===== src/i3c_pkg.sv =====
// Controller state enum and shared width and count constants for the I3C target receiver
`default_nettype none

package i3c_pkg;

  // Static address width, data byte width
  parameter int ADDR_W = 7;
  parameter int BYTE_W = 8;

  // Flops in each SCL and SDA synchronizer chain
  parameter int SYNC_STAGES = 2;

  // Target controller states
  typedef enum logic [2:0] {
    CtrlIdle,
    CtrlAddr,
    CtrlAck,
    CtrlData,
    CtrlTbit,
    CtrlIgnore
  } ctrl_state_e;

endpackage

`default_nettype wire


===== src/bus_monitor.sv =====
// SCL and SDA synchronizers with SCL edge pulses, stable-high level, START and STOP detection
`default_nettype none
`timescale 1ns/100ps

module bus_monitor (
  input  logic clk_i,
  input  logic rst_ni,
  input  logic scl_i,
  input  logic sda_i,
  output logic scl_posedge_o,
  output logic scl_negedge_o,
  output logic scl_stable_high_o,
  output logic sda_o,
  output logic start_o,
  output logic stop_o
);
  import i3c_pkg::*;

  logic [SYNC_STAGES-1:0] scl_sync_q;
  logic [SYNC_STAGES-1:0] sda_sync_q;
  logic                   scl_s;
  logic                   sda_s;
  logic                   scl_prev_q;
  logic                   sda_prev_q;

  assign scl_s = scl_sync_q[SYNC_STAGES-1];
  assign sda_s = sda_sync_q[SYNC_STAGES-1];

  // Bus lines idle high, so the chains come out of reset high
  always_ff @(posedge clk_i or negedge rst_ni) begin
    if (!rst_ni) begin
      scl_sync_q <= '1;
      sda_sync_q <= '1;
      scl_prev_q <= 1'b1;
      sda_prev_q <= 1'b1;
    end else begin
      scl_sync_q <= {scl_sync_q[SYNC_STAGES-2:0], scl_i};
      sda_sync_q <= {sda_sync_q[SYNC_STAGES-2:0], sda_i};
      scl_prev_q <= scl_s;
      sda_prev_q <= sda_s;
    end
  end

  assign scl_stable_high_o = scl_s & scl_prev_q;

  // Delayed copy of SDA lines up with the registered pulses
  assign sda_o = sda_prev_q;

  always_ff @(posedge clk_i or negedge rst_ni) begin
    if (!rst_ni) begin
      scl_posedge_o <= 1'b0;
      scl_negedge_o <= 1'b0;
      start_o       <= 1'b0;
      stop_o        <= 1'b0;
    end else begin
      scl_posedge_o <= scl_s & ~scl_prev_q;
      scl_negedge_o <= ~scl_s & scl_prev_q;
      // SDA moving while SCL is held high
      start_o       <= scl_stable_high_o & sda_prev_q & ~sda_s;
      stop_o        <= scl_stable_high_o & ~sda_prev_q & sda_s;
    end
  end

  a_start_stop_excl: assert property (
    @(posedge clk_i) disable iff (!rst_ni) !(start_o && stop_o)
  );

endmodule

`default_nettype wire


===== src/bus_rx_flow.sv =====
// Bus read flow taking one bit or one MSB-first byte per request
`default_nettype none
`timescale 1ns/100ps

module bus_rx_flow (
  input  logic                       clk_i,
  input  logic                       rst_ni,
  input  logic                       scl_posedge_i,
  input  logic                       scl_stable_high_i,
  input  logic                       sda_i,
  input  logic                       rx_req_bit_i,
  input  logic                       rx_req_byte_i,
  output logic [i3c_pkg::BYTE_W-1:0] rx_data_o,
  output logic                       rx_done_o,
  output logic                       rx_idle_o,
  output logic                       error_o
);
  import i3c_pkg::*;

  localparam int CNT_W = $clog2(BYTE_W);

  typedef enum logic [1:0] {
    RxIdle,
    RxReadByte,
    RxReadBit,
    RxNextTask
  } rx_state_e;

  rx_state_e         state_d;
  rx_state_e         state_q;
  logic [CNT_W-1:0]  bit_cnt_q;
  logic [BYTE_W-2:0] shift_q;
  logic              sample_q;
  logic              done_q;
  logic              sample_en;
  logic              cnt_en;
  logic              last_bit;
  logic              req;
  logic              req_bit_q;

  assign req      = rx_req_bit_i | rx_req_byte_i;
  assign error_o  = rx_req_bit_i & rx_req_byte_i;
  assign last_bit = (bit_cnt_q == '0) & done_q;

  // Bit requests are seen one cycle late
  always_ff @(posedge clk_i or negedge rst_ni) begin
    if (!rst_ni) begin
      req_bit_q <= 1'b0;
    end else begin
      req_bit_q <= rx_req_bit_i;
    end
  end

  // One sample per SCL rise, taken once SCL reads high twice
  always_ff @(posedge clk_i or negedge rst_ni) begin
    if (!rst_ni) begin
      done_q   <= 1'b0;
      sample_q <= 1'b0;
    end else if (sample_en && scl_posedge_i && scl_stable_high_i) begin
      done_q   <= 1'b1;
      sample_q <= sda_i;
    end else begin
      done_q   <= 1'b0;
      sample_q <= 1'b0;
    end
  end

  always_ff @(posedge clk_i or negedge rst_ni) begin
    if (!rst_ni) begin
      shift_q   <= '0;
      bit_cnt_q <= CNT_W'(BYTE_W - 1);
    end else if (!cnt_en) begin
      shift_q   <= '0;
      bit_cnt_q <= CNT_W'(BYTE_W - 1);
    end else if (done_q) begin
      shift_q   <= {shift_q[BYTE_W-3:0], sample_q};
      bit_cnt_q <= bit_cnt_q - 1'b1;
    end
  end

  always_comb begin
    if (state_q == RxReadBit) begin
      rx_data_o = {{(BYTE_W - 1){1'b0}}, sample_q};
    end else if ((state_q == RxReadByte) && last_bit) begin
      rx_data_o = {shift_q, sample_q};
    end else begin
      rx_data_o = '0;
    end
  end

  always_ff @(posedge clk_i or negedge rst_ni) begin
    if (!rst_ni) begin
      state_q <= RxIdle;
    end else begin
      state_q <= state_d;
    end
  end

  always_comb begin
    rx_idle_o = 1'b0;
    rx_done_o = 1'b0;
    sample_en = 1'b0;
    cnt_en    = 1'b0;
    unique case (state_q)
      RxIdle: begin
        rx_idle_o = 1'b1;
      end
      RxReadByte: begin
        cnt_en    = 1'b1;
        sample_en = ~done_q;
        rx_done_o = last_bit;
      end
      RxReadBit: begin
        sample_en = ~done_q;
        rx_done_o = done_q;
      end
      RxNextTask: begin
        // Keep listening so a close SCL rise is not lost
        sample_en = req;
      end
      default: ;
    endcase
  end

  always_comb begin
    state_d = state_q;
    unique case (state_q)
      RxIdle, RxNextTask: begin
        if (rx_req_byte_i) begin
          state_d = RxReadByte;
        end else if (req_bit_q) begin
          state_d = RxReadBit;
        end else begin
          state_d = RxIdle;
        end
      end
      RxReadByte: begin
        if (!rx_req_byte_i) begin
          state_d = RxIdle;
        end else if (rx_done_o) begin
          state_d = RxNextTask;
        end
      end
      RxReadBit: begin
        if (!rx_req_bit_i) begin
          state_d = RxIdle;
        end else if (done_q) begin
          state_d = RxNextTask;
        end
      end
      default: begin
        state_d = RxIdle;
      end
    endcase
    // Dropped or conflicting request aborts the read
    if (!req || error_o) begin
      state_d = RxIdle;
    end
  end

  a_done_with_req: assert property (
    @(posedge clk_i) disable iff (!rst_ni) rx_done_o |-> req
  );

  a_single_req: assert property (
    @(posedge clk_i) disable iff (!rst_ni) !error_o
  );

endmodule

`default_nettype wire


===== src/bus_tx_flow.sv =====
// Open-drain ACK driver holding SDA low for one SCL period
`default_nettype none
`timescale 1ns/100ps

module bus_tx_flow (
  input  logic clk_i,
  input  logic rst_ni,
  input  logic scl_negedge_i,
  input  logic ack_req_i,
  output logic sda_oe_o,
  output logic busy_o
);

  typedef enum logic [1:0] {
    TxIdle,
    TxWaitLow,
    TxDriveAck
  } tx_state_e;

  tx_state_e state_d;
  tx_state_e state_q;

  always_comb begin
    state_d = state_q;
    unique case (state_q)
      TxIdle: begin
        if (ack_req_i) begin
          state_d = TxWaitLow;
        end
      end
      // SDA may only change while SCL is low
      TxWaitLow: begin
        if (scl_negedge_i) begin
          state_d = TxDriveAck;
        end
      end
      TxDriveAck: begin
        if (scl_negedge_i) begin
          state_d = TxIdle;
        end
      end
      default: begin
        state_d = TxIdle;
      end
    endcase
  end

  always_ff @(posedge clk_i or negedge rst_ni) begin
    if (!rst_ni) begin
      state_q <= TxIdle;
    end else begin
      state_q <= state_d;
    end
  end

  assign sda_oe_o = (state_q == TxDriveAck);
  assign busy_o   = (state_q != TxIdle);

  a_no_req_when_busy: assert property (
    @(posedge clk_i) disable iff (!rst_ni) ack_req_i |-> !busy_o
  );

endmodule

`default_nettype wire


===== src/i3c_target_rx.sv =====
// Top level of the I3C private-write target receiver
`default_nettype none
`timescale 1ns/100ps

module i3c_target_rx #(
  parameter logic [i3c_pkg::ADDR_W-1:0] target_addr = 7'h2a
) (
  input  logic                       clk_i,
  input  logic                       rst_ni,
  input  logic                       scl_i,
  input  logic                       sda_i,
  output logic                       sda_oe_o,
  output logic [i3c_pkg::BYTE_W-1:0] data_o,
  output logic                       data_valid_o,
  output logic                       parity_err_o,
  output logic                       addressed_o
);
  import i3c_pkg::*;

  logic              scl_posedge;
  logic              scl_negedge;
  logic              scl_stable_high;
  logic              sda_sync;
  logic              start_det;
  logic              stop_det;
  logic              rx_req_byte;
  logic              rx_req_bit;
  logic              rx_done;
  logic [BYTE_W-1:0] rx_data;
  logic              tx_ack_req;

  bus_monitor bus_monitor_inst (
    .clk_i             (clk_i),
    .rst_ni            (rst_ni),
    .scl_i             (scl_i),
    .sda_i             (sda_i),
    .scl_posedge_o     (scl_posedge),
    .scl_negedge_o     (scl_negedge),
    .scl_stable_high_o (scl_stable_high),
    .sda_o             (sda_sync),
    .start_o           (start_det),
    .stop_o            (stop_det)
  );

  bus_rx_flow bus_rx_flow_inst (
    .clk_i             (clk_i),
    .rst_ni            (rst_ni),
    .scl_posedge_i     (scl_posedge),
    .scl_stable_high_i (scl_stable_high),
    .sda_i             (sda_sync),
    .rx_req_bit_i      (rx_req_bit),
    .rx_req_byte_i     (rx_req_byte),
    .rx_data_o         (rx_data),
    .rx_done_o         (rx_done),
    .rx_idle_o         (),
    .error_o           ()
  );

  bus_tx_flow bus_tx_flow_inst (
    .clk_i         (clk_i),
    .rst_ni        (rst_ni),
    .scl_negedge_i (scl_negedge),
    .ack_req_i     (tx_ack_req),
    .sda_oe_o      (sda_oe_o),
    .busy_o        ()
  );

  target_ctrl #(
    .target_addr (target_addr)
  ) target_ctrl_inst (
    .clk_i         (clk_i),
    .rst_ni        (rst_ni),
    .start_i       (start_det),
    .stop_i        (stop_det),
    .rx_data_i     (rx_data),
    .rx_done_i     (rx_done),
    .rx_req_byte_o (rx_req_byte),
    .rx_req_bit_o  (rx_req_bit),
    .ack_req_o     (tx_ack_req),
    .data_o        (data_o),
    .data_valid_o  (data_valid_o),
    .parity_err_o  (parity_err_o),
    .addressed_o   (addressed_o)
  );

endmodule

`default_nettype wire


===== src/target_ctrl.sv =====
// Target transfer FSM for address match, ACK, data bytes, T-bit parity and byte strobes
`default_nettype none
`timescale 1ns/100ps

module target_ctrl #(
  parameter logic [i3c_pkg::ADDR_W-1:0] target_addr = '0
) (
  input  logic                       clk_i,
  input  logic                       rst_ni,
  input  logic                       start_i,
  input  logic                       stop_i,
  input  logic [i3c_pkg::BYTE_W-1:0] rx_data_i,
  input  logic                       rx_done_i,
  output logic                       rx_req_byte_o,
  output logic                       rx_req_bit_o,
  output logic                       ack_req_o,
  output logic [i3c_pkg::BYTE_W-1:0] data_o,
  output logic                       data_valid_o,
  output logic                       parity_err_o,
  output logic                       addressed_o
);
  import i3c_pkg::*;

  ctrl_state_e       state_d;
  ctrl_state_e       state_q;
  logic [BYTE_W-1:0] byte_q;
  logic              bus_event;
  logic              addr_match;
  logic              parity_ok;

  assign bus_event = start_i | stop_i;

  // Address byte carries the 7-bit address above RnW, only writes are taken
  assign addr_match = (rx_data_i[BYTE_W-1 -: ADDR_W] == target_addr) && !rx_data_i[0];

  // Odd parity over the byte and its T-bit
  assign parity_ok = ^{byte_q, rx_data_i[0]};

  // Requests drop on a START or STOP so the read flow restarts clean
  assign rx_req_byte_o = ((state_q == CtrlAddr) || (state_q == CtrlData)) && !bus_event;
  assign rx_req_bit_o  = ((state_q == CtrlAck) || (state_q == CtrlTbit)) && !bus_event;

  always_comb begin
    state_d = state_q;
    unique case (state_q)
      CtrlIdle, CtrlIgnore: ;
      CtrlAddr: begin
        if (rx_done_i) begin
          state_d = addr_match ? CtrlAck : CtrlIgnore;
        end
      end
      // ACK clock is read as one bit and thrown away
      CtrlAck: begin
        if (rx_done_i) begin
          state_d = CtrlData;
        end
      end
      CtrlData: begin
        if (rx_done_i) begin
          state_d = CtrlTbit;
        end
      end
      CtrlTbit: begin
        if (rx_done_i) begin
          state_d = CtrlData;
        end
      end
      default: begin
        state_d = CtrlIdle;
      end
    endcase
    if (start_i) begin
      state_d = CtrlAddr;
    end else if (stop_i) begin
      state_d = CtrlIdle;
    end
  end

  always_ff @(posedge clk_i or negedge rst_ni) begin
    if (!rst_ni) begin
      state_q      <= CtrlIdle;
      ack_req_o    <= 1'b0;
      addressed_o  <= 1'b0;
      data_valid_o <= 1'b0;
      parity_err_o <= 1'b0;
      data_o       <= '0;
    end else begin
      state_q      <= state_d;
      ack_req_o    <= 1'b0;
      data_valid_o <= 1'b0;
      if (bus_event) begin
        addressed_o <= 1'b0;
      end else if (rx_done_i) begin
        if ((state_q == CtrlAddr) && addr_match) begin
          ack_req_o   <= 1'b1;
          addressed_o <= 1'b1;
        end
        if (state_q == CtrlTbit) begin
          data_valid_o <= 1'b1;
          data_o       <= byte_q;
          parity_err_o <= !parity_ok;
        end
      end
    end
  end

  always_ff @(posedge clk_i) begin
    if ((state_q == CtrlData) && rx_done_i) begin
      byte_q <= rx_data_i;
    end
  end

endmodule

`default_nettype wire


===== config.mk =====
export PLATFORM = sky130hd
export DESIGN_NAME = i3c_target_rx
export DESIGN_NICKNAME = d
export VERILOG_FILES = /design/src/i3c_pkg.sv /design/src/bus_monitor.sv /design/src/bus_rx_flow.sv /design/src/bus_tx_flow.sv /design/src/i3c_target_rx.sv /design/src/target_ctrl.sv
export SDC_FILE = /design/constraint.sdc
export NUM_CORES = 1
export LEC_CHECK = 0
export BUFFER_PORTS_ARGS = -buffer_cell sky130_fd_sc_hd__buf_2
export CORE_ASPECT_RATIO = 1.5
export CORE_UTILIZATION = 35
export DETAILED_ROUTE_END_ITERATION = 10
export MAX_ROUTING_LAYER = met4
export SLEW_MARGIN = 0
export SYNTH_ARGS = -nofsm -noshare
export SYNTH_HDL_FRONTEND = slang
export SYNTH_HIERARCHICAL = 1
export SYNTH_SLANG_ARGS = --single-unit

===== constraint.sdc =====
create_clock -name clk_i -period 4.2 [get_ports clk_i]
set_clock_uncertainty 0.15 [all_clocks]
set_input_delay 0.42 -clock clk_i [delete_from_list [all_inputs] [get_ports clk_i]]
set_output_delay 0.42 -clock clk_i [all_outputs]
set_load 0.01 [all_outputs]

==> impl_metrics.py <==
metrics = {
    "clock_tree": {
        "cts_hold_buf": 0,
        "root_buffer": "clkbuf_8",
        "post-cts-setup-buffers": 0,
        "cts.reportedPaths.clkPinSlew_ns": 0.08,
        "cts_tree": "built",
        "cts_resized": 0,
        "cts_htree_levels": 2,
        "cts_made_buffers": 5,
        "cts_sinks": 50,
        "clkLatencyLatePin_ns": 0.31,
        "clk_path_buf_depth": 2,
    },
    "logic_synthesis": {
        "avgSynthCellArea_um2": 12.5,
        "yosysWarnings": 6,
        "synth_fp_nets": 195,
        "synth_cells": 184,
        "netlist_area_um2": 2300,
    },
    "power_and_ir_drop": {
        "ir_worst_vdd_mv": 0.162,
        "finalPower_mw": 0.952,
        "p_leak_nw": 1.21,
        "power_density_nw_per_um2": 380,
    },
    "floorplanning": {
        "die_y_um": 101,
        "core_um2": 6260,
        "die_x_um": 68.2,
        "fp-row-count": 35,
        "start_util": 0.368,
        "pin_count": 16,
        "dieArea_um2": 6920,
    },
    "critical_path": {
        "path_delay_family": "simple AND/OR/NAND/NOR gates",
        "cp_cell_sequence": "inv_1, ha_1, and3b_1, o211a_1, nand2_1, nor3_1",
        "worst_path_max_delay_cell": "nor3_1",
        "crit_path_end_kind": "flop",
        "cp-start-kind": "flop",
        "worstPathArrival_ns": 2.54,
        "slowest_delay_ns": 0.75,
        "critPathMaxFanout": 13,
        "reg2reg_slack_ns": 1.44,
        "timing.critical_path.buf_inv": 1,
        "required_ns": 3.99,
        "crit_type": "flop to flop",
    },
    "route": {
        "antenna_left": 0,
        "route.detailed.drc": 0,
        "post_drt_via_cell_ratio": 4.87,
        "routedWlPerCell_um": 12.6,
        "routed_wl_mm": 3.45,
        "vias": 1335,
        "firstDrtPassIters": 4,
        "drt_iter0_markers": 61,
    },
    "global_routing": {
        "antenna_found_initial": 0,
        "grt_first_pass_wirelength_mm": 5.95,
        "overflow": 0,
        "first_global_vias": 1334,
        "grt_start_max_net_pins": 43,
        "grtUsageTotal": 0.122,
    },
    "place": {
        "io_buffers": 15,
        "place_congestion": 0.727,
        "dp_cells": 266,
        "hpwl_mm": 2.54,
    },
    "timing": {
        "fmax_mhz": 362,
        "slew_headroom": 0.357,
        "rsz0062_at_grt": "no",
        "tns_ns": 0,
        "worst_pin_slew_ns": 0.957,
        "period_minus_slack_ns": 2.76,
        "hold_viol": 0,
        "slew_viol_final": 0,
        "finalCritPeriodShare": 0.657,
        "finalSetupViolations": 0,
    },
    "finish": {
        "area_growth_pct": 8.75,
        "drive_above_1_share": 0.220,
        "fin_util": 0.400,
        "fin_nets": 210,
        "final_cells": 274,
        "antennaDiodeCount": 0,
    },
    "flow_run": {
        "drv_cap": 0,
    },
    "run_status": {
        "run_status": "complete, no violations",
    },
    "worst_hold_path": {
        "hold_path_class": "primary input to flop",
    },
}
## worst register-to-register path, cell delays in order (launching register included)
cell and delay (ns):
dfrtp_1 0.41, inv_1 0.10, ha_1 0.37, and3b_1 0.27, o211a_1 0.24, nand2_1 0.11
nor3_1 0.75
## cells in the final DEF (no fill, tap or decap), types with 2 or more instances in the layout
cell and instances:
clkbuf_8 5, o21ai_0 6, and4b_1 2, dfrtp_1 33, ha_1 7, dfstp_2 9, a31oi_1 3, inv_1 14
nor2_1 4, clkbuf_1 3, mux2_2 2, edfxtp_1 8, nor3_1 6, xnor2_1 7, mux2_4 7, mux2i_1 9
a21oi_1 5, nor2b_1 13, nand2_1 11, buf_2 15, and2_1 9
## final timing paths
kind | cells past startpoint | end | from
worst max-delay path | 6 | target_ctrl_inst/byte_q[0]$_DFFE_PP_ | bus_rx_flow_inst/state_q[1]$_DFFE_PN0P_
worst min-delay path | 1 | bus_monitor_inst/scl_sync_q[0]$_DFF_PN1_ | scl_i
worst max register to register | 6 | target_ctrl_inst/byte_q[0]$_DFFE_PP_ | bus_rx_flow_inst/state_q[1]$_DFFE_PN0P_
worst min register to register | 0 | bus_monitor_inst/sda_sync_q[1]$_DFF_PN1_ | bus_monitor_inst/sda_sync_q[0]$_DFF_PN1_
max in group asynchronous | 1 | bus_rx_flow_inst/shift_q[6]$_DFFE_PN0P_ | rst_ni
min in group asynchronous | 1 | bus_tx_flow_inst/state_q[0]$_DFFE_PN0P_ | rst_ni
## layer usage
metal | wire length (um) | share of wire | global-route usage
met1 | 1400 | 0.40 | 0.118
met2 | 1840 | 0.53 | 0.210
met5 | 0 | 0 | -
met3 | 109 | 0.032 | 0.0349
met4 | 112 | 0.032 | 0.0657
## flip-flops by register name, summed over array words and instances, names as in the netlist, 2 cells and up
signal                       cells
bus_monitor_inst/scl_sync_q      2
bus_monitor_inst/sda_sync_q      2
bus_rx_flow_inst/bit_cnt_q       3
bus_rx_flow_inst/shift_q         7
bus_rx_flow_inst/state_q         2
bus_tx_flow_inst/state_q         2
target_ctrl_inst/byte_q          8
target_ctrl_inst/data_o          8
target_ctrl_inst/state_q         3
## metrics by stage
step / hold slack, ns / setup slack (ns) / instance area, um^2
finish: 0.0573 / 1.44 / 2500
global route: 0.0402 / 1.12 / 2500
CTS: 0.0555 / 1.38 / 2500
detailed placement: 0.198 / 1.38 / 2420
global placement: 0.196 / 1.50 / 2420
floorplan: -0.0256 / 1.83 / 2300
## power breakdown
group / internal (mW) / switching [mW]
Clock: 0.118 / 0.147
Sequential: 0.511 / 0.0175
Combinational: 0.0702 / 0.0881
Total: 0.699 / 0.252
## layout make-up
cell class,instances,area (um^2)
well taps,74,92.6
flip-flops and latches,50,1300
inverters,14,52.6
clock buffers,8,80.1
repair buffers,15,75.1
multi-input cells,113,902
fillers,619,3760
Power figures use the tool's default switching activity.
